==> src/rtl/rv_sim_pkg.sv <==
package rv_sim_pkg;

  localparam logic [63:0] pc_start = 64'h8000_0000;

  localparam logic [6:0] op_addi   = 7'h13;
  localparam logic [6:0] op_op     = 7'h33;
  localparam logic [6:0] op_load   = 7'h03;
  localparam logic [6:0] op_store  = 7'h23;
  localparam logic [6:0] op_branch = 7'h63;
  localparam logic [6:0] op_trap   = 7'h6b; // Simulator halt, code in a0.

  localparam logic [2:0] funct3_beq = 3'b000;
  localparam logic [2:0] funct3_bne = 3'b001;
  localparam logic [2:0] funct3_ld  = 3'b011;
  localparam logic [2:0] funct3_sd  = 3'b011;
  localparam logic [6:0] funct7_sub = 7'b0100000;

  typedef struct packed {
    logic        cen;
    logic        wen;
    logic [63:0] addr;
    logic [63:0] wdata;
    logic [7:0]  wmask;
  } mem_req_t;

  // Every view covers the same 32 bits of the fetched word.
  typedef union packed {
    struct packed {
      logic [6:0] funct7;
      logic [4:0] rs2;
      logic [4:0] rs1;
      logic [2:0] funct3;
      logic [4:0] rd;
      logic [6:0] opcode;
    } r_view;
    struct packed {
      logic [11:0] imm12;
      logic [4:0]  rs1;
      logic [2:0]  funct3;
      logic [4:0]  rd;
      logic [6:0]  opcode;
    } i_view;
    struct packed {
      logic [6:0] imm_hi;
      logic [4:0] rs2;
      logic [4:0] rs1;
      logic [2:0] funct3;
      logic [4:0] imm_lo;
      logic [6:0] opcode;
    } s_view;
    struct packed {
      logic       imm12;
      logic [5:0] imm10_5;
      logic [4:0] rs2;
      logic [4:0] rs1;
      logic [2:0] funct3;
      logic [3:0] imm4_1;
      logic       imm11;
      logic [6:0] opcode;
    } b_view;
  } inst_t;

  typedef struct packed {
    logic        valid;
    logic [63:0] pc;
    logic [31:0] inst;
    logic        wen;
    logic [4:0]  wdest;
    logic [63:0] wdata;
  } commit_t;

  typedef struct packed {
    logic        valid;
    logic [7:0]  code;
    logic [63:0] pc;
    logic [63:0] cycle_cnt;
    logic [63:0] instr_cnt;
  } trap_t;

  typedef enum logic [2:0] {
    idle,
    fetch_req,
    fetch_wait,
    execute,
    mem_req,
    mem_wait,
    writeback,
    halted
  } core_state_t;

endpackage

==> src/rtl/core_control_fsm.sv <==
`timescale 1ns/1ps

module core_control_fsm import rv_sim_pkg::*; (
  input  logic        clock,
  input  logic        reset,
  input  logic        run_i,
  input  logic        mem_ready_i,
  input  logic        is_mem_i,
  input  logic        is_trap_i,
  output core_state_t state_o,
  output logic        fetch_en_o,
  output logic        latch_inst_o,
  output logic        exec_en_o,
  output logic        mem_en_o,
  output logic        wb_en_o,
  output logic        trap_hit_o
);

  core_state_t state_q;
  core_state_t state_d;

  always_comb begin
    state_d = state_q;
    case (state_q)
      idle:       if (run_i) state_d = fetch_req;
      fetch_req:  state_d = fetch_wait;
      fetch_wait: if (mem_ready_i) state_d = execute;
      execute: begin
        if (is_trap_i) begin
          state_d = halted;
        end else if (is_mem_i) begin
          state_d = mem_req;
        end else begin
          state_d = writeback;
        end
      end
      mem_req:    state_d = mem_wait;
      mem_wait:   if (mem_ready_i) state_d = writeback;
      writeback:  state_d = fetch_req;
      halted:     state_d = halted; // Only reset leaves this state.
      default:    state_d = idle;
    endcase
  end

  always_ff @(posedge clock) begin
    if (reset) begin
      state_q <= idle;
    end else begin
      state_q <= state_d;
    end
  end

  // Each strobe is one cycle wide since every state below lasts one cycle.
  assign fetch_en_o   = (state_q == fetch_req);
  assign latch_inst_o = (state_q == fetch_wait) && mem_ready_i;
  assign exec_en_o    = (state_q == execute);
  assign mem_en_o     = (state_q == mem_req);
  assign wb_en_o      = (state_q == writeback);
  assign trap_hit_o   = (state_q == execute) && is_trap_i;
  assign state_o      = state_q;

endmodule

==> config.mk <==
export PLATFORM = sky130hd
export DESIGN_NAME = core_control_fsm
export DESIGN_NICKNAME = d
export VERILOG_FILES = /design/src/rtl/rv_sim_pkg.sv /design/src/rtl/core_control_fsm.sv
export SDC_FILE = /design/constraint.sdc
export NUM_CORES = 1
export LEC_CHECK = 0
export ABC_AREA = 1
export BUFFER_PORTS_ARGS = -buffer_cell sky130_fd_sc_hd__clkbuf_2
export CAP_MARGIN = 20
export CORE_AREA = 4 4 41 43
export DETAILED_ROUTE_END_ITERATION = 8
export DIE_AREA = 0 0 45 47
export HOLD_SLACK_MARGIN = 0.15
export PLACE_DENSITY = 0.4
export SETUP_SLACK_MARGIN = 0.3
export SLEW_MARGIN = 20
export SYNTH_ARGS = -nofsm -noshare
export SYNTH_HDL_FRONTEND = slang
export SYNTH_SLANG_ARGS = --single-unit
export TNS_END_PERCENT = 20
==> constraint.sdc <==
create_clock -name clock -period 2.4 [get_ports clock]
set_clock_uncertainty 0.2 [all_clocks]
set_input_delay 0.48 -clock clock [delete_from_list [all_inputs] [get_ports clock]]
set_output_delay 0.48 -clock clock [all_outputs]
set_load 0.02 [all_outputs]
# == After elaboration in Yosys (flattened, before gate mapping) ==
# Index checks and enable logic that the tools add are counted.
# totals
ff_bits,3
in_bits,6
out_inout_bits,9
elab_cells,21
# op_classes
n_mux,6
reduce_logical,4
n_eq_ne,10
# op_table
operator,n
$pmux W3 S8,1
$eq A3 B3 Y1 const B,4
$mux W3,3
$eq A3 B2 Y1 const B,2
$ne A2 B2 Y1 const B,3
$mux W2,2
$eq A3 B1 Y1 const B,1
$logic_not A3 Y1,1
$reduce_and A3 Y1,1
$logic_and A1 B1 Y1,2

# == Logic depth before layout (Yosys ltp) ==
# depth
word_depth,3
mapped_depth,7

# == Least setup slack after synthesis ==
# Ideal clock, no wire load.
# synth_path
path_type,register -> output
from,"register state_q[1], in the netlist state_o[1]"
to,output trap_hit_o
setup_slack_ns,0.519
stages_incl_launch_ff,4
path_buffers,1
arrival_time_ns,1.201
cell_sequence,dfxtp_1 buf_2 nand2_2 nor3_1
# synth_via
elab_chain_len,2
# synth_rtl
item,line_no,source
from (decl),core_control_fsm.sv:19,core_state_t state_q;
from (signal assigned),core_control_fsm.sv:47,state_q <= idle;
from (signal assigned),core_control_fsm.sv:49,state_q <= state_d;
$eq A3 B2 Y1,core_control_fsm.sv:59,assign trap_hit_o = (state_q == execute) && is_trap_i;
$logic_and A1 B1 Y1,core_control_fsm.sv:59,
to (decl),core_control_fsm.sv:16,output logic trap_hit_o
# Every way passes these cells.

# == Worst setup path in the final report ==
# layout_path
from,"register state_q[2], in the netlist state_o[2]"
to,output mem_en_o
# layout_via
elab_chain_len,1
# layout_rtl
item,line_no,source
$eq A3 B3 Y1,core_control_fsm.sv:57,assign mem_en_o = (state_q == mem_req);
to (decl),core_control_fsm.sv:14,"output logic mem_en_o,"
# Every way passes these cells.

==> flow_metrics.tcl <==
set metrics [dict create \
    yosysTopAreaCell "dfxtp_1" \
    peakVddDrop_mv 0.191 \
    grt_pass1_wl_um 1080 \
    total_power_uw 250 \
    clockBufferDepth 2 \
    critical_path_peak_fanout 9 \
    antenna_found_initial 0 \
    insertion_delay_ns 0.23 \
    seq_area_frac_synth_pct 23.5 \
    grt_max_degree 11 \
    synth_top_area_share_pct 23.5 \
    setup_tns_ns 0 \
    relSlewSlack_pct 74.9 \
    io_pins 15 \
    syn_area_um2 255 \
    core_area_um2 1300 \
    clock_sinks 3 \
    cp-start-kind "register" \
    wl_per_cell_um 9.14 \
    async_flop_share_pct 0 \
    slew_violations 0 \
    drc 0 \
    post_cts_buffers 0 \
    worst_slew_pin_slew_ns 0.376 \
    synthFlopType "dfxtp_1" \
    crit_type "register to output port" \
    nNetsFinal 65 \
    portBuffers 14 \
    crit_arrival_ns 1.28 \
    synth_edf_count 0 \
    ys_ff_latch 3 \
    rows 13 \
    largest_reg_flops 3 \
    netlist_top_cells_count "nand2_1 (8), nor2_1 (6), inv_1 (4)" \
    p_leak_nw 0.191 \
    dieArea_um2 2120 \
    drt_iter0_markers 9 \
    hpwl_um 543 \
    setup_viol 0 \
    syn_inst 42 \
    postCtsHoldBufs 0 \
    syn_area_per_cell_um2 6.08 \
    min_period_ns 1.96 \
    htreeDepth 1 \
    maxCapViolations 0 \
    dr.pass1.iters 4 \
    synth_cell_types 17 \
    numCtsBuffers 3 \
    routed-via-count 323 \
    antenna_cells 0 \
    fin_crit_sh_pct 81.7 \
    grt_pass1_vias 285 \
    area_growth_pct 40.2 \
    cts_resized 0 \
    chipWidth_um 45 \
    hold_viol_final 0 \
    ant_nets 0 \
    vias_per_cell 4.42 \
    clock-root-buffer "clkbuf_4" \
    fillers 168 \
    hp-class "input port to register" \
    rsz0062_at_grt "no" \
    path_clk_slew_ns 0.04 \
    grt_usage_pct 6.87 \
    synth.most_common_cell "nand2_1" \
    die_h_um 47 \
    yosysWarnings 0 \
    start_util_pct 19.6 \
    end_kind "output port" \
    wirelength_um 667 \
    drive_gt1_share_pct 44.8 \
    netlist_top_cells_area "dfxtp_1 (24%), nand2_1 (12%), nor2_1 (8.8%)" \
    status "finished clean" \
    fmax_mhz 510 \
    gp_congestion 0.776 \
    utilization_pct 27.5 \
    cp_data_required_time_ns 1.72 \
    grt_overflow_total 0 \
    powerDensity_nw_per_um2 699 \
    cts_tree "built" \
    syn-num-nets 48 \
]
where the power goes:
| part | internal, mW | total, mW | switching, mW | leakage (nW) |
|---|---|---|---|---|
| Sequential | 0.0567 | 0.0729 | 0.0162 | 0.0246 |
| Clock | 0.0622 | 0.0867 | 0.0245 | 0.0150 |
| Combinational | 0.0334 | 0.0906 | 0.0571 | 0.151 |
| Total | 0.152 | 0.250 | 0.0978 | 0.191 |
path summary, 6_finish.rpt:
kind                            startpoint    endpoint  slack, ns  cells past startpoint
worst min-delay path                 reset  state_o[0]       0.24                      2
worst max-delay path            state_o[2]    mem_en_o       0.44                      5
worst max register to register  state_o[2]  state_o[0]       1.11                      6
worst min register to register  state_o[0]  state_o[0]       0.40                      2
through the flow:
| stage | instances | hold slack, ns | worst slack [ns] | cell area (um^2) |
|---|---|---|---|---|
| 2_1_floorplan | 42 | 0.342 | 0.519 | 255 |
| 3_5_place_dp | 69 | 0.402 | 0.658 | 332 |
| 5_1_grt | 73 | 0.243 | 0.318 | 358 |
| 6_report | 73 | 0.241 | 0.439 | 358 |
| 4_1_cts | 73 | 0.240 | 0.412 | 358 |
| 3_3_place_gp | 69 | 0.420 | 0.676 | 332 |
cell families after synthesis:
group                  synth area share, %
flip-flops                            23.5
buffers and inverters                 13.7
AO/OA/AOI/OAI                         9.31
AND/OR/NAND/NOR                       53.4
worst max-delay path, stage by stage, from the launching register on:
cell,delay [ns]
dfxtp_1,0.53
inv_2,0.11
nor2_1,0.10
inv_1,0.05
nor2_1,0.08
clkbuf_2,0.17
routing by layer:
layer	vias to the layer above	wire, um	GRT usage [%]
met5	-	0	0
met2	12	331	11.3
met1	143	279	8.86
met3	0	56	0.766
met4	0	0	3.51
li1	168	-	-
cell type report:
class,count,area [um^2],area share [%]
clock buffers,4,26.3,7.34
inverters,6,22.5,6.29
well taps,15,18.8,5.24
flip-flops and latches,3,60.1,16.8
multi-input cells,31,160,44.8
repair buffers,14,70.1,19.6
cells in the final DEF, fill, tap and decap left out, types with 2 or more instances in the layout:
cell and count:
a21oi_1 2, clkbuf_2 14, clkbuf_4 3, dfxtp_1 3
inv_1 4, inv_2 2, nand2_1 8, nand2_2 3
nand3_1 2, nand4_1 2, nor2_1 6, nor3_1 3
(Power assumes the default switching activity.)
