==> config.mk <==
export PLATFORM = sky130hd
export DESIGN_NAME = exec_unit
export DESIGN_NICKNAME = d
export VERILOG_FILES = /design/src/rtl/rv_sim_pkg.sv /design/src/rtl/exec_unit.sv
export SDC_FILE = /design/constraint.sdc
export NUM_CORES = 1
export LEC_CHECK = 0
export BUFFER_PORTS_ARGS = -buffer_cell sky130_fd_sc_hd__buf_2
export CORE_MARGIN = 4
export CORE_UTILIZATION = 40
export CTS_CLUSTER_SIZE = 28
export DETAILED_ROUTE_END_ITERATION = 10
export GPL_TIMING_DRIVEN = 0
export SYNTH_ARGS = -nofsm -noshare
export SYNTH_HDL_FRONTEND = slang
export SYNTH_SLANG_ARGS = --single-unit
==> constraint.sdc <==
create_clock -name clock -period 6.31 [get_ports clock]
set_clock_uncertainty 0.2 [all_clocks]
set_input_delay 0.9465 -clock clock [delete_from_list [all_inputs] [get_ports clock]]
set_output_delay 0.9465 -clock clock [all_outputs]
set_load 0.01 [all_outputs]
==> src/rtl/rv_sim_pkg.sv <==
package rv_sim_pkg;

  localparam logic [63:0] pc_start = 64'h8000_0000;

  localparam logic [6:0] op_addi   = 7'h13;
  localparam logic [6:0] op_op     = 7'h33;
  localparam logic [6:0] op_load   = 7'h03;
  localparam logic [6:0] op_store  = 7'h23;
  localparam logic [6:0] op_branch = 7'h63;
  localparam logic [6:0] op_trap   = 7'h6b; // Simulator halt, code in a0.

  localparam logic [2:0] funct3_beq = 3'b000;
  localparam logic [2:0] funct3_bne = 3'b001;
  localparam logic [2:0] funct3_ld  = 3'b011;
  localparam logic [2:0] funct3_sd  = 3'b011;
  localparam logic [6:0] funct7_sub = 7'b0100000;

  typedef struct packed {
    logic        cen;
    logic        wen;
    logic [63:0] addr;
    logic [63:0] wdata;
    logic [7:0]  wmask;
  } mem_req_t;

  // Every view covers the same 32 bits of the fetched word.
  typedef union packed {
    struct packed {
      logic [6:0] funct7;
      logic [4:0] rs2;
      logic [4:0] rs1;
      logic [2:0] funct3;
      logic [4:0] rd;
      logic [6:0] opcode;
    } r_view;
    struct packed {
      logic [11:0] imm12;
      logic [4:0]  rs1;
      logic [2:0]  funct3;
      logic [4:0]  rd;
      logic [6:0]  opcode;
    } i_view;
    struct packed {
      logic [6:0] imm_hi;
      logic [4:0] rs2;
      logic [4:0] rs1;
      logic [2:0] funct3;
      logic [4:0] imm_lo;
      logic [6:0] opcode;
    } s_view;
    struct packed {
      logic       imm12;
      logic [5:0] imm10_5;
      logic [4:0] rs2;
      logic [4:0] rs1;
      logic [2:0] funct3;
      logic [3:0] imm4_1;
      logic       imm11;
      logic [6:0] opcode;
    } b_view;
  } inst_t;

  typedef struct packed {
    logic        valid;
    logic [63:0] pc;
    logic [31:0] inst;
    logic        wen;
    logic [4:0]  wdest;
    logic [63:0] wdata;
  } commit_t;

  typedef struct packed {
    logic        valid;
    logic [7:0]  code;
    logic [63:0] pc;
    logic [63:0] cycle_cnt;
    logic [63:0] instr_cnt;
  } trap_t;

  typedef enum logic [2:0] {
    idle,
    fetch_req,
    fetch_wait,
    execute,
    mem_req,
    mem_wait,
    writeback,
    halted
  } core_state_t;

endpackage

==> src/rtl/exec_unit.sv <==
`timescale 1ns/1ps

module exec_unit import rv_sim_pkg::*; (
  input  logic        clock,
  input  logic        reset,
  input  logic        fetch_en_i,
  input  logic        latch_inst_i,
  input  logic        exec_en_i,
  input  logic        mem_en_i,
  input  logic        wb_en_i,
  input  logic [63:0] mem_rdata_i,
  input  logic [63:0] rs1_data_i,
  input  logic [63:0] rs2_data_i,
  output logic [4:0]  rs1_addr_o,
  output logic [4:0]  rs2_addr_o,
  output logic        rd_wen_o,
  output logic [4:0]  rd_addr_o,
  output logic [63:0] rd_wdata_o,
  output mem_req_t    mem_req_o,
  output logic        is_mem_o,
  output logic        is_trap_o,
  output logic [63:0] pc_o,
  output inst_t       inst_o
);

  logic [63:0] pc_q;
  logic [63:0] inst_pc_q;
  inst_t       inst_q;
  logic [6:0]  opcode;
  logic [2:0]  funct3;
  logic        is_addi;
  logic        is_op;
  logic        is_load;
  logic        is_store;
  logic        is_branch;
  logic        is_trap;
  logic [63:0] imm_i;
  logic [63:0] imm_s;
  logic [63:0] imm_b;
  logic [63:0] alu_result;
  logic [63:0] mem_addr;
  logic        taken;

  assign opcode    = inst_q.r_view.opcode;
  assign funct3    = inst_q.r_view.funct3;
  assign is_addi   = (opcode == op_addi);
  assign is_op     = (opcode == op_op);
  assign is_load   = (opcode == op_load) && (funct3 == funct3_ld);
  assign is_store  = (opcode == op_store) && (funct3 == funct3_sd);
  assign is_branch = (opcode == op_branch);
  assign is_trap   = (opcode == op_trap);

  assign imm_i = {{52{inst_q.i_view.imm12[11]}}, inst_q.i_view.imm12};
  assign imm_s = {{52{inst_q.s_view.imm_hi[6]}}, inst_q.s_view.imm_hi, inst_q.s_view.imm_lo};
  assign imm_b = {{51{inst_q.b_view.imm12}}, inst_q.b_view.imm12, inst_q.b_view.imm11,
                  inst_q.b_view.imm10_5, inst_q.b_view.imm4_1, 1'b0};

  always_comb begin
    if (is_op && (inst_q.r_view.funct7 == funct7_sub)) begin
      alu_result = rs1_data_i - rs2_data_i;
    end else if (is_op) begin
      alu_result = rs1_data_i + rs2_data_i;
    end else begin
      alu_result = rs1_data_i + imm_i;
    end
  end

  assign mem_addr = rs1_data_i + (is_store ? imm_s : imm_i);
  assign taken = ((funct3 == funct3_beq) && (rs1_data_i == rs2_data_i)) ||
                 ((funct3 == funct3_bne) && (rs1_data_i != rs2_data_i));

  always_ff @(posedge clock) begin
    if (reset) begin
      pc_q      <= pc_start;
      inst_pc_q <= pc_start;
      inst_q    <= '0;
    end else begin
      if (latch_inst_i) begin
        inst_q    <= pc_q[2] ? mem_rdata_i[63:32] : mem_rdata_i[31:0]; // Pick the word half.
        inst_pc_q <= pc_q;
      end
      if (exec_en_i && is_branch) begin
        pc_q <= taken ? inst_pc_q + imm_b : pc_q + 64'd4;
      end else if (wb_en_i && !is_branch) begin
        pc_q <= pc_q + 64'd4;
      end
    end
  end

  always_comb begin
    mem_req_o = '0;
    if (fetch_en_i) begin
      mem_req_o.cen  = 1'b1;
      mem_req_o.addr = pc_q;
    end else if (mem_en_i) begin
      mem_req_o.cen   = 1'b1;
      mem_req_o.wen   = is_store;
      mem_req_o.addr  = mem_addr;
      mem_req_o.wdata = rs2_data_i;
      mem_req_o.wmask = 8'hff; // Only doubleword accesses exist.
    end
  end

  // The trap reads its code from a0.
  assign rs1_addr_o = is_trap ? 5'd10 : inst_q.r_view.rs1;
  assign rs2_addr_o = inst_q.r_view.rs2;
  assign rd_addr_o  = inst_q.r_view.rd;
  assign rd_wen_o   = wb_en_i && (is_addi || is_op || is_load) && (rd_addr_o != 5'd0);
  assign rd_wdata_o = is_load ? mem_rdata_i : alu_result;

  assign is_mem_o  = is_load || is_store;
  assign is_trap_o = is_trap;
  assign pc_o      = inst_pc_q;
  assign inst_o    = inst_q;

endmodule

## After elaboration in Yosys (flattened, before gate mapping)

Index checks and enable logic that the tools add are counted.

| word-level totals | value |
|---|---|
| flip-flop bits (word level) | 160 |
| input bits | 199 |
| output and inout bits | 316 |
| logic and storage cells | 51 |

| cells by class | value |
|---|---|
| $add $sub $neg | 6 |
| equality and inequality tests | 11 |
| multiplexer cells | 14 |
| reductions and logical operators | 17 |

Operator list:

| kind | number |
|---|---|
| 64-bit 2-to-1 mux | 7 |
| 64-bit adder | 4 |
| 138-bit 2-to-1 mux | 1 |
| 72-bit 2-to-1 mux | 1 |
| 64-bit by 3-bit adder with 64-bit output, second input constant | 1 |
| 64-bit == test | 1 |
| 64-bit != test | 1 |
| 64-bit subtractor | 1 |
| 32-bit 2-to-1 mux | 1 |
| 7-bit by 6-bit == test with 1-bit output, second input constant | 3 |
| 7-bit == test, second input constant | 2 |
| 5-bit 2-to-1 mux | 2 |
| 1-bit logical AND | 9 |
| 7-bit by 2-bit == test with 1-bit output, second input constant | 1 |
| 7-bit by 5-bit == test with 1-bit output, second input constant | 1 |
| 5-bit nonzero test | 1 |
| 1-bit logical OR | 4 |
| 3-bit by 1-bit == test with 1-bit output, second input constant | 1 |
| 3-bit by 2-bit == test with 1-bit output, second input constant | 1 |
| 3-bit zero test | 1 |
| 1-bit 2-to-1 mux | 2 |
| 2-bit nonzero test | 1 |
| 1-bit zero test | 1 |

## Logic depth before layout (Yosys ltp)

| logic depth | value |
|---|---|
| word-level depth | 6 |
| gate-level depth with buffers | 21 |
| depth with buffers taken out | 20 |

## Worst setup path after synthesis

No wires, ideal clock.

| path | value |
|---|---|
| kind | register -> output |
| start | register inst_q (netlist bit inst_o[31]) |
| end | output rd_wdata_o[61] |
| data arrival time | 5.923 ns |
| required time | 5.163 ns |
| path slack | -0.759 ns |
| stages on the path, launching flop included | 17 |
| path buffers | 2 |
| cell sequence | dfxtp_1 nand2_1 clkbuf_1 o21ai_0 ha_1 clkbuf_1 nand2_1 or3b_2 a211o_1 a31oi_1 nor2_1 o2111a_1 nor2_1 nand2_1 o21ai_0 mux2_2 a211oi_1 |

| between the ends | value |
|---|---|
| longest elaborated chain between the ends | 4 |
| elaborated cells on any way between the ends | 6 |
| classes of those cells | add/sub (1); eq/ne (1); mux (3); reduce/logical (1) |

Ends and longest elaborated chain:

| item | RTL line | RTL |
|---|---|---|
| start, declared | exec_unit.sv:28 | `inst_t inst_q;` |
| start signal, assigned | exec_unit.sv:79 | `inst_q <= pc_q[2] ? mem_rdata_i[63:32] : mem_rdata_i[31:0];` |
| 64-bit adder or 7-bit by 6-bit == test with 1-bit output (tied branches) | exec_unit.sv:64, exec_unit.sv:59 |  |
| 64-bit 2-to-1 mux or 1-bit logical AND (tied branches) | exec_unit.sv:61, exec_unit.sv:59 |  |
| 64-bit 2-to-1 mux * | exec_unit.sv:59 | `if (is_op && (inst_q.r_view.funct7 == funct7_sub)) begin` |
| 64-bit 2-to-1 mux * | exec_unit.sv:109 | `assign rd_wdata_o = is_load ? mem_rdata_i : alu_result;` |
| end, declared | exec_unit.sv:18 | `output logic [63:0] rd_wdata_o,` |

Mark *: on every way between the ends. The rest lies on a longest branch, timed or not.

## Final worst setup path

| path | value |
|---|---|
| start | register inst_q (netlist bit inst_o[0]) |
| end | output rd_wdata_o[57] |

| between the ends | value |
|---|---|
| longest elaborated chain between the ends | 4 |
| elaborated cells on any way between the ends | 7 |
| classes of those cells | eq/ne (2); mux (3); reduce/logical (2) |

Ends and longest elaborated chain:

| item | RTL line | RTL |
|---|---|---|
| 7-bit by 6-bit == test with 1-bit output | exec_unit.sv:47 | `assign is_op = (opcode == op_op);` |
| 64-bit 2-to-1 mux or 1-bit logical AND (tied branches) | exec_unit.sv:61, exec_unit.sv:59 |  |
| 64-bit 2-to-1 mux | exec_unit.sv:59 |  |
| 64-bit 2-to-1 mux * | exec_unit.sv:109 |  |

Marked as above.

==> results by stage <==
Clock network:
- Clock-pin slew was measured on the worst setup and hold paths at roughly 0.080 ns.
- Buffers inserted during clock tree synthesis total 17.
- The TritonCTS sink count is between 150 and 200.
- The clock passes through at most 2 buffers.
- The insertion delay to the later sink of the worst-skew pair is around 0.5 ns.
- The H-tree generated during clock tree synthesis spans 4 levels.
- The TritonCTS clock tree is yes.
- The tree is rooted in a sky130_fd_sc_hd__clkbuf_16.

GRT:
- The number of antenna violations at the first check in global routing is 14.
- The overall fraction of global-route tracks in use is 38.9%.
- The pin count of the biggest net entering global routing is 67.
- Global routing finished with a remaining overflow of 0.
- The number of global-route vias before repair is 29700.
- The first global-routing pass estimated just under 200 mm of wire.

Final layout:
- Summing all flip-flop and latch instances after layout gives 3210 um2.
- The most common library cell in the layout ignoring fill and taps is sky130_fd_sc_hd__buf_2.
- In the final design database the tool counted roughly 4700 nets.
- The area growth from synthesis to layout is 21.7%.
- The library cells used most frequently in the layout, excluding fill and tap cells, are sky130_fd_sc_hd__buf_2 (522), sky130_fd_sc_hd__a21oi_1 (405), sky130_fd_sc_hd__nor2_1 (400).
- The finished cells cover roughly 30000 um2.
- The count of fill cells added during filler insertion is 6662.
- The share of cells above drive strength 1 is roughly a fifth.
- For this run, the share of the core covered by cells in the final layout is between 40 and 50%.
- In the final layout, the multi-input gates occupy between 20000 and 25000 um2.

Synth:
- The dominant synthesized flop cell is sky130_fd_sc_hd__dfxtp_1.
- The area fraction of the dominant cell type after synthesis is between 10 and 15%.
- The mapped netlist covers about 25000 um2.
- The cell count after synthesis is ~3700.
- Counting flops with an async set or reset pin after synthesis yields a share of 0%.
- Counting distinct cell types in the post-synthesis netlist gives a little under 80.
- The synthesized area per cell is ~6.8 um2.
- The number of register bits inferred by synthesis is 160.
- In the post-synthesis netlist, the biggest area contributors are sky130_fd_sc_hd__dfxtp_1 (13%), sky130_fd_sc_hd__ha_1 (13%), sky130_fd_sc_hd__a21oi_1 (8.4%).
- Yosys mapped a number of flops with a built-in enable equal to 0.
- The synthesized net count is about 4200.
- For this run, the number of Yosys warnings is 0.
- Sequential cells were found to cover between 10% and 20% of the synthesized design area.
- The synthesized design spends more area on one cell type than any other, namely sky130_fd_sc_hd__dfxtp_1.

Route:
- For this block, the via count after detailed routing is ~32000.
- For this block, the routed nets add up to around 140 mm of wire.
- The first TritonRoute pass finished after 6 iterations.
- After detailed routing, the average wire length per cell comes to 26.9 um.
- The number of DRC markers after the initial detailed-route iteration is about 3700.
- The via count normalized by instance count is between 6 and 7.
- The remaining number of nets flagged by the antenna check after routing is 0.
- The remaining routing DRC violations is 0.

Die:
- The die area is around 67000 um2.
- The I/O pin total is 515.
- The floorplan die width is 259 um.
- The initialized floorplan defines 91 standard-cell rows.
- The core area is ~62000 um2.
- In this run the vertical extent of the chip is between 200 and 300 um.
- The initial cell density of the core is roughly two fifths.

Pwr:
- Total power for the finished layout comes to ~0.005 W.
- The reported leakage power is between 10 and 15 nW.
- The total power divided by cell area is 159 nW/um2.
- The worst IR drop on VDD is just under 0.2 mV.

Timing:
- The max-slew violation count is 10.
- The headroom to the max-slew limit is -0.232%.
- Setup violations remaining at the end of the flow were counted as 1.
- The time the worst path needs with I/O delays and setup is about 6.3 ns.
- Across all setup checks in the final design, the least slack found is -0.0191 ns.
- The maximum clock frequency is approximately 160 MHz.
- The number of hold-slack violations in the final timing report is 0.
- The sum of negative setup slack is -0.0191 ns.
- Setup repair after global routing could not meet its margin everywhere.
- The final critical-path share of the clock period is 100%.
- The actual slew at the worst max-slew pin is between 1.5 and 2 ns.

Placed design:
- The routability-driven placement congestion ratio is 1.04.
- The total placed instance area is 28800 um2.
- The quantity of I/O buffers inserted on ports is between 500 and 600.
- The post-detailed-placement half-perimeter wirelength is approximately 110 mm.

Critical path:
- By instance count, the cell type seen most on the critical path is sky130_fd_sc_hd__nor2_4.
- At the worst endpoint, the required time is roughly 5.2 ns.
- For the worst setup path, the data arrival time is around 5.2 ns.
- The critical-path cell with the highest stage delay is sky130_fd_sc_hd__dfxtp_4.
- STA classifies the critical path endpoint as an output pin.
- The worst setup path is of the register to output pin kind.
- The family with the most delay on the worst path is compound AO/OA/AOI/OAI gates.
- The number of buffers and inverters on the critical path is 4.
- The highest fanout seen on the critical path is 10.
- STA classifies the critical path startpoint as a register.
- The signal on the critical path passes through nand3b_1 > or2_4 > nor2_4 > nand3_2 > buf_8 > buf_12 > clkbuf_4 > o21ai_0 > ha_1 > a21o_1 > a311oi_4 > a21oi_1 > a31o_2 > nor2_4 > o2111a_2 > nor2_4 > a31oi_1 > xnor2_1 > nor2_1 > a211oi_2 > buf_2.
- The stage delay of the slowest cell on the critical path is roughly 0.4 ns.

Status:
- The final reports fail on max-capacitance violations, max-slew violations, negative setup slack.
- The flow ran to the end, but the final reports show violations.

Min path:
- The worst hold path belongs to the class register to register.

Job:
- Across the run, the number of max-cap violations was 1.
worst min-delay path: stages, from the launching register on:
cell                      delay, ns
sky130_fd_sc_hd__dfxtp_1       0.33
sky130_fd_sc_hd__nand2_1       0.06
sky130_fd_sc_hd__a21oi_1       0.06
state kept, by name (all words and copies together) (netlist names):
signal	flops
pc_q	64
pc_o	64
inst_o	32
per-layer routing:
metal,part of all wire (%),track usage [%],up-vias,routed length [um]
met1,40,49.9,14900,55600
met2,44,61.7,1775,60300
li1,-,-,14700,-
met4,6.7,21.4,6,9210
met3,9.2,7.19,380,12800
met5,0.022,0,-,31
synthesized netlist by cell type (7+ instances only):
cell type                   count
sky130_fd_sc_hd__a311oi_1      11
sky130_fd_sc_hd__mux2_2         8
sky130_fd_sc_hd__clkbuf_1     207
sky130_fd_sc_hd__or2_2         18
sky130_fd_sc_hd__buf_4         23
sky130_fd_sc_hd__and2_1        25
sky130_fd_sc_hd__a22oi_1       10
sky130_fd_sc_hd__a21o_1       135
sky130_fd_sc_hd__o221ai_1       7
sky130_fd_sc_hd__ha_1         253
sky130_fd_sc_hd__and4_1        13
sky130_fd_sc_hd__a31oi_1       50
sky130_fd_sc_hd__o211ai_1      17
sky130_fd_sc_hd__or3_1         20
sky130_fd_sc_hd__a21oi_1      424
sky130_fd_sc_hd__a2111oi_0     11
sky130_fd_sc_hd__mux2i_1      102
sky130_fd_sc_hd__a31o_2         7
sky130_fd_sc_hd__dfxtp_1      160
sky130_fd_sc_hd__a22o_1        59
sky130_fd_sc_hd__nor4_1        21
sky130_fd_sc_hd__xnor2_1      119
sky130_fd_sc_hd__nand3_1       85
sky130_fd_sc_hd__a211oi_1      77
sky130_fd_sc_hd__a21boi_0       7
sky130_fd_sc_hd__buf_2          9
sky130_fd_sc_hd__o21a_1        37
sky130_fd_sc_hd__nand4_1       84
sky130_fd_sc_hd__o21bai_1      49
sky130_fd_sc_hd__xor2_1       104
sky130_fd_sc_hd__nor3_1       126
sky130_fd_sc_hd__and3_1        29
sky130_fd_sc_hd__nand2_1      318
sky130_fd_sc_hd__o31ai_1       18
sky130_fd_sc_hd__buf_1         11
sky130_fd_sc_hd__nand2b_1      36
sky130_fd_sc_hd__a221oi_1       8
sky130_fd_sc_hd__nor2_1       405
sky130_fd_sc_hd__inv_1        139
sky130_fd_sc_hd__o22ai_1       21
sky130_fd_sc_hd__nor2b_1       31
sky130_fd_sc_hd__o21ai_0      322
worst paths after layout:
check	from	slack, ns	depth (start not counted)	end
worst max-delay path	inst_o[0]	-0.02	21	rd_wdata_o[57]
worst min-delay path	pc_q[1]	0.29	2	pc_q[1]
worst max register to register	inst_o[31]	0.86	14	pc_q[60]
worst min register to register	pc_q[1]	0.29	2	pc_q[1]
logic make-up (layout without fill, tap and decap cells):
family,after synthesis,after routing,share of synthesized area (%)
compound gates,1328,1328,32.8
simple gates,1244,1244,23.1
buf+inv,389,973,6.20
fa+ha+maj,257,257,12.9
xor+xnor,223,223,7.77
flops,160,160,12.7
mux,110,110,4.42
other cells,0,4,0
layout make-up:
cell class | instances | share of cell area (%)
antenna | 4 | 0.0327
buffer | 242 | 3.59
clock buffer | 17 | 1.39
clock inverter | 15 | 0.532
inverter | 139 | 1.71
multi-input combinational | 3162 | 69.1
sequential | 160 | 10.5
tap | 837 | 3.42
timing repair buffer | 560 | 9.68
per-stage QoR:
stage	worst slack, ns	hold WS (ns)	cells
CTS	-0.0299	0.289	5116
finish	-0.0191	0.290	5136
global placement	-2.02	0.266	5060
global route	-0.0991	0.313	5134
floorplan	0.364	0.249	3711
detailed placement	-1.57	0.278	5061
power breakdown:
group	total, W	leakage (nW)	internal (W)	switching (W)
logic	0.00266	12.6	0.000957	0.00170
registers	0.00108	1.30	0.00103	0.0000565
clock network	0.00112	0.291	0.000532	0.000590
total	0.00486	14.1	0.00252	0.00235
what timing repair did:
action	in CTS	in global routing
gates cloned	1	0
hold buffers	0	0
pin swaps	31	38
buffers inserted	29	17
endpoints found under the setup margin	111	60
gates resized for setup	128	103
Power figures use the tool's default switching activity.
