<file path="config.mk">
export PLATFORM = sky130hd
export DESIGN_NAME = commit_counter
export DESIGN_NICKNAME = d
export VERILOG_FILES = /design/src/rtl/commit_counter.sv
export SDC_FILE = /design/constraint.sdc
export NUM_CORES = 1
export LEC_CHECK = 0
export ABC_AREA = 1
export BUFFER_PORTS_ARGS = -buffer_cell sky130_fd_sc_hd__clkbuf_2
export CAP_MARGIN = 20
export CORE_ASPECT_RATIO = 0.9
export CORE_MARGIN = 4
export CORE_UTILIZATION = 55
export CTS_CLUSTER_DIAMETER = 40
export DETAILED_ROUTE_END_ITERATION = 8
export GPL_ROUTABILITY_DRIVEN = 0
export PLACE_DENSITY = 0.76
export SKIP_LAST_GASP = 1
export SYNTH_ARGS = -nofsm -noshare
export SYNTH_HDL_FRONTEND = slang
export SYNTH_SLANG_ARGS = --single-unit
</file>
<file path="constraint.sdc">
create_clock -name clock -period 1.97 [get_ports clock]
set_input_delay 0.2955 -clock clock [delete_from_list [all_inputs] [get_ports clock]]
set_output_delay 0.2955 -clock clock [all_outputs]
set_load 0.02 [all_outputs]
</file>
<file path="src/rtl/commit_counter.sv">
`timescale 1ns/1ps

module commit_counter (
  input  logic        clock,
  input  logic        reset,
  input  logic        busy_i,
  input  logic        retire_i,
  input  logic        trap_hit_i,
  output logic [63:0] cycle_cnt_o,
  output logic [63:0] instr_cnt_o
);

  logic trapped_q;

  // The trap cycle itself still counts, the counters hold from the next one.
  always_ff @(posedge clock) begin
    if (reset) begin
      trapped_q   <= 1'b0;
      cycle_cnt_o <= '0;
      instr_cnt_o <= '0;
    end else if (!trapped_q) begin
      trapped_q <= trap_hit_i;
      if (busy_i) begin
        cycle_cnt_o <= cycle_cnt_o + 64'd1;
      end
      if (retire_i) begin
        instr_cnt_o <= instr_cnt_o + 64'd1;
      end
    end
  end

endmodule

</file>
**Word level (Yosys, flattened, before mapping)**

Index checks and enable logic that the tools add are counted.
W data, S select, Z words.

- Div/mod/pow operators: 0
- Eq/ne operators: 0
- Add/sub/neg operators: 2
- Shift operators: 0
- Bitwise logic cells: 1
- Multipliers: 0
- Muxes and demuxes: 1
- Magnitude comparators: 0
- Reduce and logical (&&, ||, !) cells: 2

Operators by type and width:

| cell | count |
|---|---|
| $add A64 B1 Y64 const B | 2 |
| $reduce_and A2 Y1 | 2 |
| $mux W1 | 1 |
| $not A1 Y1 | 1 |

- Bits in registers: 129
- Bits in latches: 0
- Memories kept: 0
- RAM bits: 0
- Bits in read-only memories: 0
- Logic and storage cells: 9

**Depth between registers and ports, before layout**

Gate-level depths: netlist of run 1.

- Word-level depth: 2
- Gate-level depth with buffers: 12
- Gate-level depth less buffers: 11

**Worst setup path after synthesis of run 1**

No wires, ideal clock.

- Path type: register -> register
- From: reg cycle_cnt_o[1]
- To: reg cycle_cnt_o[44]
- Data required time: 1.842 ns
- Buffers on the path: 0
- Stages on the path, launching flop included: 11
- Clock period less this slack: 1.671 ns
- Arrival: 1.543 ns
- Slack: 0.299 ns
- Cells stage by stage: dfxtp_1 ha_1 nand3_1 nor2_1 nand2_1 nor2_1 nand2_1 nor2_4 nand3_1 nand2_1 nor2_1

- Longest elaborated chain between the ends: 1

Ends and longest elaborated chain:

| item | line | RTL |
|---|---|---|
| start, declared | 9 | `output logic [63:0] cycle_cnt_o,` |
| start signal, assigned | 24 | `cycle_cnt_o <= cycle_cnt_o + 64'd1;` |
| $add A64 B1 Y64 | 24 |  |

Every way passes these cells.
A chain may end at the register's enable or synchronous reset.

**Worst setup path in the final report of run 1**

- From: reg cycle_cnt_o[0]
- To: reg cycle_cnt_o[42]

Same word-level chain as after synthesis.

==> impl_metrics.env, run 1 <==
export IMPL_clock_skew_ps=8.929
export IMPL_whs_ps=77.02
export IMPL_grt_total_usage=0.2947
export IMPL_synth_compound_area_frac=0.07224
export IMPL_drtIter0Drc=1069
export IMPL_nets=1392
export IMPL_fin_util=0.6802
export IMPL_cpPeakStageDelay_ps=400
export IMPL_dieWidth_um=131.7
export IMPL_grt_pass1_vias=7552
export IMPL_combPwrFrac=0.027
export IMPL_ys_seq_elements=129
export IMPL_cap_violations=0
export IMPL_cpMaxStageDelayCell="dfxtp_1"
export IMPL_dp_hpwl_um=17920
export IMPL_hold_class="in -> reg"
export IMPL_die_area_um2=15700
export IMPL_crit_top_cell="nand2_1"
export IMPL_tritoncts="yes"
export IMPL_cts_buffers=17
export IMPL_startpoint_type="flop"
export IMPL_finalMaxSlewViolations=0
export IMPL_drc=0
export IMPL_synth_cells=1234
export IMPL_clk_latency_ps=430
export IMPL_synthesis_nets=1241
export IMPL_final_hold_viol_count=0
export IMPL_nFillCells=1260
export IMPL_cp_buffers_inverters=0
export IMPL_synth_avg_cell_area_um2=6.133
export IMPL_rsz0062_at_grt="true"
export IMPL_vias=8516
export IMPL_ys_seq_area_frac=0.3412
export IMPL_cts_sinks=129
export IMPL_worst_slack_ps=50.99
export IMPL_worst_slew_margin_rel=0.6681
export IMPL_drtAntennaViolNets=0
export IMPL_design_area_um2=9124
export IMPL_htree_num_levels=4
export IMPL_start_util=0.5643
export IMPL_die_y_um=119.3
export IMPL_clk_pin_slew_ps=60
export IMPL_power_switching_mw=1.317
export IMPL_netlist_area_um2=7569
export IMPL_cp_end_kind="flop"
export IMPL_crit_arrival_ps=2270
export IMPL_io_buffers=132
export IMPL_ys_types=38
export IMPL_peakVddDrop_mv=0.5910
export IMPL_synth_top_family_by_area="simple AND/OR/NAND/NOR gates"
export IMPL_layout_drive_gt1_share=0.1795
export IMPL_cts_hold_buf=0
export IMPL_antenna_found_initial=0
export IMPL_power_internal_mw=4.743
export IMPL_reg2reg_slack_ps=50
export IMPL_crit_family="simple AND/OR/NAND/NOR gates"
export IMPL_clock_fmax_mhz=521.1
export IMPL_placed_cell_area_um2=8509
export IMPL_power_frac_seq=0.434
export IMPL_min_period_ps=1919
export IMPL_cts_root_buf="clkbuf_16"
export IMPL_synthSimpleGateAreaFrac=0.4887
export IMPL_synth_fa_ha_area_frac=0.003306
export IMPL_status="complete, no violations"
export IMPL_worstMarginPinSlew_ps=494.0
export IMPL_dr_pass1_iters=7
export IMPL_tns_ps=0
export IMPL_cp_max_fo=4
export IMPL_p_clk_frac=0.539
export IMPL_placed_cells=1534
export IMPL_grt_max_degree=41
export IMPL_synthXorXnorAreaFrac=0.01620
export IMPL_core_area_um2=13410
export IMPL_finalCritPeriodShare=0.9741
export IMPL_antenna_cells=0
export IMPL_wire_per_inst_um=14.95
export IMPL_grt_first_pass_wirelength_um=38050
export IMPL_crit_type="reg -> reg"
export IMPL_postCtsSetupRepairBufs=0
export IMPL_p_per_area_nw_per_um2=664.2
export IMPL_fp_row_count=40
export IMPL_overflow=0
export IMPL_drt_total_wl_um=23420
export IMPL_synthMuxAreaShare=0
export IMPL_worstPathRequired_ps=2320
export IMPL_clock_path_buffers=2
export IMPL_path_cells="ha_1, nand3_1, nor2_1, nand2_1, nor2_2, nand2_1, nor2_2, nand2_1, nand2_1, nand2_1, nor2_1"
export IMPL_finalNonFillerCells=1566
export IMPL_p_leak_nw=3.531
export IMPL_dp_slack_ps=130.9
export IMPL_sw_frac_of_total=0.2174
export IMPL_via_per_inst=5.438
export IMPL_setup_violations=0
export IMPL_power_mw=6.060
export IMPL_areaGrowthSynthToFinish_pct=20.55
export IMPL_io_pins=133
export IMPL_ys_warnings_count=0
## Yosys cell counts (all sizes together)
| cell type | number | area, um^2 |
|---|---|---|
| nand4 | 34 | 212.7 |
| a21oi | 53 | 265.3 |
| clkinv | 1 | 3.750 |
| or2 | 1 | 6.260 |
| nand3b | 1 | 7.510 |
| clkbuf | 11 | 41.29 |
| nor3b | 6 | 50.05 |
| xnor2 | 2 | 17.52 |
| xor2 | 12 | 105.1 |
| dfxtp | 129 | 2582 |
| o21a | 6 | 45.04 |
| nor2b | 1 | 6.260 |
| a31oi | 5 | 31.28 |
| nand3 | 84 | 442.9 |
| and2 | 4 | 25.02 |
| nand2 | 333 | 1300 |
| and3 | 2 | 12.51 |
| nor3 | 29 | 182.7 |
| ha | 2 | 25.02 |
| o21ai | 35 | 175.2 |
| o21bai | 3 | 22.52 |
| nor2 | 337 | 1453 |
| buf | 5 | 33.78 |
| a211oi | 1 | 7.510 |
| inv | 137 | 514.2 |
## metal layers
| layer | GRT usage | routed length (um) |
|---|---|---|
| met4 | 0.09121 | 361 |
| met1 | 0.4228 | 10740 |
| met2 | 0.4301 | 9781 |
| met3 | 0.08066 | 2533 |
| met5 | 0 | 0 |
## layout make-up
type                            count  area (um^2)  area share
Clock buffer                       21        470.5     0.05156
Tap cell                          168        210.2     0.02304
Clock inverter                     11        135.1     0.01481
Sequential cell                   129         2582      0.2831
Multi-Input combinational cell    951         4398      0.4820
Inverter                          138        521.8     0.05719
Timing Repair Buffer              148        805.8     0.08832
## sequential cells by signal (all words and copies together), names as in the netlist
signal,count
trapped_q,1
cycle_cnt_o,64
instr_cnt_o,64
## repair_timing
item                                    in CTS  in global routing
endpoints found under the hold margin        0                  0
endpoints found under the setup margin       0                  6
gates resized for setup                      0                  3
## cells by family (layout without fill, tap and decap cells)
logic type               Yosys count  after routing
AND/OR/NAND/NOR                  832            832
buffers and inverters            154            318
flip-flops                       129            129
AO/OA/AOI/OAI                    103            103
XOR/XNOR                          14             14
adder cells (fa/ha/maj)            2              2
## tightest hold or removal path, cell delays in order
cell	delay (ps)
clkbuf_2	70
nor2_1	30
nor2_1	60
## final timing paths
check,start,endpoint,cells past startpoint
max,cycle_cnt_o[0],cycle_cnt_o[42],11
max reg2reg,cycle_cnt_o[0],cycle_cnt_o[42],11
min,trap_hit_i,trapped_q,3
min reg2reg,trapped_q,trapped_q,2
## cell usage in the layout, fill, tap and decap left out, drive strengths merged, types with 2 or more instances in the layout
cell	Yosys	final
nor3	29	29
clkbuf	11	153
and2	4	4
and3	2	2
nand4	34	34
dfxtp	129	129
nor3b	6	6
a31oi	5	5
xor2	12	12
o21ai	35	35
o21bai	3	3
nor2	337	337
o21a	6	6
bufinv	0	3
clkinvlp	0	3
ha	2	2
inv	137	137
clkinv	1	6
nand2	333	333
a21oi	53	53
nand3	84	84
xnor2	2	2
buf	5	16
## power groups by stage
stage	logic [mW]	registers, mW	clock network (mW)
after floorplan	0.105	2.69	0
after global placement	0.160	2.69	0
after detailed placement	0.162	2.69	0
after CTS	0.164	2.63	3.28
after global routing	0.184	2.63	3.39
final	0.166	2.63	3.26
No activity file was read; power rests on OpenSTA's default activity.
==> run 2, diff against run 1 <==
--- a/config.mk
+++ b/config.mk
@@ -5,12 +5,12 @@
 export SDC_FILE = /design/constraint.sdc
 export NUM_CORES = 1
 export LEC_CHECK = 0
-export ABC_AREA = 1
+export ABC_AREA = 0
 export BUFFER_PORTS_ARGS = -buffer_cell sky130_fd_sc_hd__clkbuf_2
 export CAP_MARGIN = 20
 export CORE_ASPECT_RATIO = 0.9
 export CORE_MARGIN = 4
-export CORE_UTILIZATION = 55
+export CORE_UTILIZATION = 54
 export CTS_CLUSTER_DIAMETER = 40
 export DETAILED_ROUTE_END_ITERATION = 8
 export GPL_ROUTABILITY_DRIVEN = 0
==> impl_metrics.env, run 2 <==
export IMPL_grt_first_pass_wirelength_um=29740
export IMPL_nets=1001
export IMPL_crit_type="reg -> reg"
export IMPL_dp_hpwl_um=12960
export IMPL_violations="setup timing"
export IMPL_rsz0062_at_grt="true"
export IMPL_overflow=0
export IMPL_clock_path_buffers=2
export IMPL_status="finished with violations"
export IMPL_dieWidth_um=119.6
export IMPL_fin_util=0.8231
export IMPL_core_area_um2=10900
export IMPL_p_per_area_nw_per_um2=611.4
export IMPL_synth_avg_cell_area_um2=8.342
export IMPL_drt_total_wl_um=20460
export IMPL_start_util=0.5549
export IMPL_power_mw=5.485
export IMPL_cap_violations=0
export IMPL_drtAntennaViolNets=0
export IMPL_startpoint_type="flop"
export IMPL_p_leak_nw=3.534
export IMPL_worstPathRequired_ps=2270
export IMPL_setup_violations=40
export IMPL_crit_arrival_ps=2540
export IMPL_cts_root_buf="clkbuf_16"
export IMPL_cts_sinks=129
export IMPL_antenna_cells=0
export IMPL_finalCritPeriodShare=1.136
export IMPL_clock_skew_ps=9.731
export IMPL_final_hold_viol_count=0
export IMPL_wire_per_inst_um=17.67
export IMPL_design_area_um2=8972
export IMPL_finalMaxSlewViolations=0
export IMPL_io_buffers=132
export IMPL_cp_max_fo=8
export IMPL_dr_pass1_iters=5
export IMPL_ys_warnings_count=0
export IMPL_synth_largest_area_cell="dfxtp_1"
export IMPL_synthesis_nets=732
export IMPL_whs_ps=121.6
export IMPL_clk_latency_ps=420
export IMPL_layout_common_cells="buf_4, clkbuf_2, nor2_1, dfxtp_1, a21oi_1"
export IMPL_die_y_um=108.4
export IMPL_finalNonFillerCells=1158
export IMPL_hold_depth=3
export IMPL_ys_types=40
export IMPL_synthFlopType="dfxtp_1"
export IMPL_nFillCells=686
export IMPL_vias=6975
export IMPL_placed_cells=1091
export IMPL_cts_buffers=17
export IMPL_drc=0
export IMPL_ys_seq_area_frac=0.4270
export IMPL_layout_commonest_cell="buf_4"
export IMPL_min_period_ps=2238
export IMPL_worst_slew_margin_rel=0.6912
export IMPL_fp_row_count=36
export IMPL_areaGrowthSynthToFinish_pct=48.35
export IMPL_worstMarginPinSlew_ps=459.6
export IMPL_drtIter0Drc=757
export IMPL_htree_num_levels=4
export IMPL_synth_edf_count=0
export IMPL_netlist_area_um2=6048
export IMPL_via_per_inst=6.023
export IMPL_grt_total_usage=0.2802
export IMPL_hold_class="in -> reg"
export IMPL_layout_drive_gt1_share=0.4205
export IMPL_yosys_top_cells_area="dfxtp_1, a21oi_1, nor2_1, xor2_1, nand4_1"
export IMPL_synth_top_area_frac=0.4270
export IMPL_yosys_cell_count_top_type="dfxtp_1"
export IMPL_async_flop_share=0
export IMPL_reg_largest_list="cycle_cnt_o: 64 flops, instr_cnt_o: 64 flops, trapped_q: 1 flops"
export IMPL_yosys_top_cells_count="dfxtp_1, nor2_1, a21oi_1"
export IMPL_io_pins=133
export IMPL_antenna_found_initial=0
export IMPL_cp_end_kind="flop"
export IMPL_die_area_um2=12960
export IMPL_placed_cell_area_um2=7797
export IMPL_synth_cells=725
export IMPL_clock_fmax_mhz=446.7
export IMPL_worst_slack_ps=-268.4
export IMPL_peakVddDrop_mv=0.6649
export IMPL_clk_pin_slew_ps=60
export IMPL_grt_max_degree=66
export IMPL_tritoncts="yes"
export IMPL_grt_pass1_vias=6344
export IMPL_ys_seq_elements=129
export IMPL_rr_worst_depth=9
## run 2: cell types whose count changed after synthesis, moves of 26 or more
| cell | before | now |
|---|---|---|
| inv_1 | 134 | 11 |
| nand3_1 | 81 | 44 |
| xnor2_1 | 2 | 28 |
| or3_1 | 0 | 33 |
| nor2_1 | 300 | 82 |
| nand2_1 | 315 | 48 |
## run 2: kinds of logic after synthesis
kind of cell,count (synthesis),synth area share
fa+ha+maj,2,0.004137
buf+inv,41,0.02627
simple gates,362,0.3324
compound gates,127,0.1171
mux,2,0.003310
flops,129,0.4270
xor+xnor,62,0.08978
## run 2: through the flow
stage | setup TNS [ps] | setup slack, ps
after global routing | -9099 | -351.2
after CTS | -131.0 | -39.81
after floorplan | -236.2 | -103.5
after detailed placement | -1612 | -139.6
after global placement | -734.7 | -110.3
final | -4928 | -268.4
## run 2: layer usage
| metal | up-vias | routed length, um | GRT usage |
|---|---|---|---|
| li1 | 3220 | - | - |
| met1 | 3312 | 8114 | 0.3354 |
| met2 | 375 | 10000 | 0.4802 |
| met3 | 68 | 1680 | 0.07845 |
| met4 | 0 | 665 | 0.1104 |
| met5 | - | 0 | 0 |
## run 2: worst max-delay path, cell delays in order, from the launching register on
cell,delay [ps]
dfxtp_4,360
nand4_1,290
nor4_4,330
nand4_1,170
buf_6,170
buf_4,140
clkbuf_16,160
clkbuf_4,190
o21ai_0,210
a21oi_1,90
## run 2: repair_timing
action	CTS	global route
gates cloned	0	2
hold buffers	0	0
pin swaps	14	40
endpoints found under the setup margin	25	52
buffers inserted	5	29
resized for setup	13	68
## run 2: report_power, final
| part | total, mW | internal (mW) | switching (mW) | leakage, nW |
|---|---|---|---|---|
| Combinational | 0.123 | 0.0416 | 0.0810 | 2.21 |
| Sequential | 2.60 | 2.59 | 0.00786 | 1.07 |
| Clock | 2.77 | 1.70 | 1.07 | 0.247 |
| Total | 5.49 | 4.33 | 1.16 | 3.53 |
## run 2: area by class of cell
cell class / count / area [um^2] / share of cell area
Sequential cell: 129 / 2711 / 0.3022
Clock buffer: 30 / 504.2 / 0.05620
Clock inverter: 1 / 5.005 / 0.0005578
Timing Repair Buffer: 280 / 1884 / 0.2100
Inverter: 11 / 41.29 / 0.004602
Tap cell: 152 / 190.2 / 0.02120
Multi-Input combinational cell: 555 / 3636 / 0.4052
## run 2: final timing paths
path | end | from | slack (ps)
max | cycle_cnt_o[42] | cycle_cnt_o[29] | -270
max reg2reg | cycle_cnt_o[42] | cycle_cnt_o[29] | -270
min | trapped_q | trap_hit_i | 120
min reg2reg | instr_cnt_o[63] | instr_cnt_o[63] | 490
==> run 3, diff against run 2 <==
--- a/config.mk
+++ b/config.mk
@@ -10,11 +10,12 @@
 export CAP_MARGIN = 20
 export CORE_ASPECT_RATIO = 0.9
 export CORE_MARGIN = 4
-export CORE_UTILIZATION = 54
+export CORE_UTILIZATION = 49
 export CTS_CLUSTER_DIAMETER = 40
 export DETAILED_ROUTE_END_ITERATION = 8
 export GPL_ROUTABILITY_DRIVEN = 0
-export PLACE_DENSITY = 0.76
+export PLACE_DENSITY = 0.73
+export SETUP_SLACK_MARGIN = 0.4
 export SKIP_LAST_GASP = 1
 export SYNTH_ARGS = -nofsm -noshare
 export SYNTH_HDL_FRONTEND = slang
==> constraint.sdc (replaced) <==
create_clock -name clock -period 2 [get_ports clock]
set_input_delay 0.3 -clock clock [delete_from_list [all_inputs] [get_ports clock]]
set_output_delay 0.3 -clock clock [all_outputs]
set_load 0.02 [all_outputs]
==> impl_metrics.env, run 3 (synthesized netlist as in run 2, its figures left out) <==
export IMPL_status="finished with violations"
export IMPL_violations="setup timing"
export IMPL_areaGrowthSynthToFinish_pct=63.28
export IMPL_grt_max_degree=47
export IMPL_antenna_found_initial=0
export IMPL_regArea_um2=2790
export IMPL_multi_input_area_um2=4073
export IMPL_layout_common_cells="buf_4, clkbuf_2, nor2_1"
export IMPL_htree_num_levels=4
export IMPL_cts_buffers=17
export IMPL_io_buffers=132
export IMPL_p_leak_nw=4.045
export IMPL_placed_cells=1060
export IMPL_crit_arrival_ps=2710
export IMPL_p_per_area_nw_per_um2=562.0
export IMPL_peakVddDrop_mv=0.6446
export IMPL_use_met1=0.3392
export IMPL_clock_skew_ps=11.74
export IMPL_worstMarginPinSlew_ps=657.2
export IMPL_via_per_inst=6.140
export IMPL_dp_hpwl_um=12660
export IMPL_worst_slack_ps=-363.7
export IMPL_cts_root_buf="clkbuf_16"
export IMPL_layout_drive_gt1_share=0.5154
export IMPL_antenna_cells=0
export IMPL_grt_total_usage=0.2948
export IMPL_hold_class="in -> reg"
export IMPL_cp_end_kind="flop"
export IMPL_nFillCells=689
export IMPL_clock_fmax_mhz=423.1
export IMPL_worstPathRequired_ps=2350
export IMPL_finalMaxSlewViolations=0
export IMPL_tritoncts="yes"
export IMPL_grt_pass1_vias=7052
export IMPL_drc=0
export IMPL_drtAntennaViolNets=0
export IMPL_die_y_um=113.4
export IMPL_vias=7368
export IMPL_reg_largest_list="cycle_cnt_o: 64 flops, instr_cnt_o: 64 flops, trapped_q: 1 flops"
export IMPL_dr_pass1_iters=8
export IMPL_overflow=0
export IMPL_cp_max_fo=6
export IMPL_core_area_um2=12080
export IMPL_drtIter0Drc=737
export IMPL_fp_row_count=38
export IMPL_worst_slew_margin_rel=0.5619
export IMPL_busiest_layer="met2"
export IMPL_crit_type="reg -> reg"
export IMPL_nets=1034
export IMPL_clk_latency_ps=430
export IMPL_wire_per_inst_um=20.16
export IMPL_finalCritPeriodShare=1.182
export IMPL_power_mw=5.550
export IMPL_whs_ps=138.0
export IMPL_start_util=0.5008
export IMPL_layout_commonest_cell="buf_4"
export IMPL_final_hold_viol_count=0
export IMPL_grt_first_pass_wirelength_um=34320
export IMPL_clk_pin_slew_ps=60
export IMPL_met2_usage=0.5156
export IMPL_drt_total_wl_um=24200
export IMPL_io_pins=133
export IMPL_setup_violations=31
export IMPL_cts_sinks=129
export IMPL_startpoint_type="flop"
export IMPL_finalNonFillerCells=1200
export IMPL_dieWidth_um=125.1
export IMPL_clock_path_buffers=2
export IMPL_min_period_ps=2364
export IMPL_cap_violations=0
export IMPL_met3_usage=0.08099
export IMPL_cts_hold_buf=0
export IMPL_rsz0062_at_grt="true"
export IMPL_die_area_um2=14190
run 3: power breakdown:
group	switching, mW	internal [mW]
sequential	0.00830	2.53
clock	1.13	1.74
combinational	0.0916	0.0601
run 3: path summary, 6_finish.rpt:
kind	slack [ps]	to	depth (start not counted)	startpoint
worst max-delay path	-360	instr_cnt_o[51]	7	instr_cnt_o[30]
worst min-delay path	140	trapped_q	3	trap_hit_i
worst max register to register	-360	instr_cnt_o[51]	7	instr_cnt_o[30]
worst min register to register	490	cycle_cnt_o[36]	2	cycle_cnt_o[36]
run 3: cell type report:
| cell class | count | share of cell area |
|---|---|---|
| Multi-Input combinational cell | 555 | 0.4124 |
| Sequential cell | 129 | 0.2825 |
| Timing Repair Buffer | 313 | 0.2269 |
| Clock buffer | 22 | 0.04700 |
| Tap cell | 160 | 0.02027 |
| Clock inverter | 10 | 0.006715 |
| Inverter | 11 | 0.004181 |
run 3: timing repair:
action	4_1_cts	5_1_grt
gates resized for setup	89	114
endpoints found under the hold margin	0	0
setup buffers	77	28
setup endpoints to repair	87	109
gates cloned	3	0
pin swaps	66	63
run 3: layer usage:
metal	vias to the layer above	wire length, um	share of wire
li1	3285	-	-
met1	3524	8894	0.37
met2	420	12170	0.50
met3	139	1881	0.078
met4	0	1251	0.052
met5	-	0	0
run 3: stage by stage:
step	setup WS, ps	area, um^2	util	setup TNS [ps]
finish	-363.7	9876	0.8178	-3737
global route	-352.0	9876	0.8178	-5780
CTS	-52.82	9234	0.7646	-231.0
detailed placement	-106.8	7717	0.6390	-530.7
global placement	-78.68	7717	0.6390	-158.9
floorplan	-72.32	6454	-	-144.5
run 3: worst max-delay path, cell delays in order (launching register included):
cell     delay (ps)
dfxtp_2         350
nand4_1         240
nor4_2          550
nand4_1         290
buf_4           230
buf_6           130
or3_1           350
a21oi_1         140
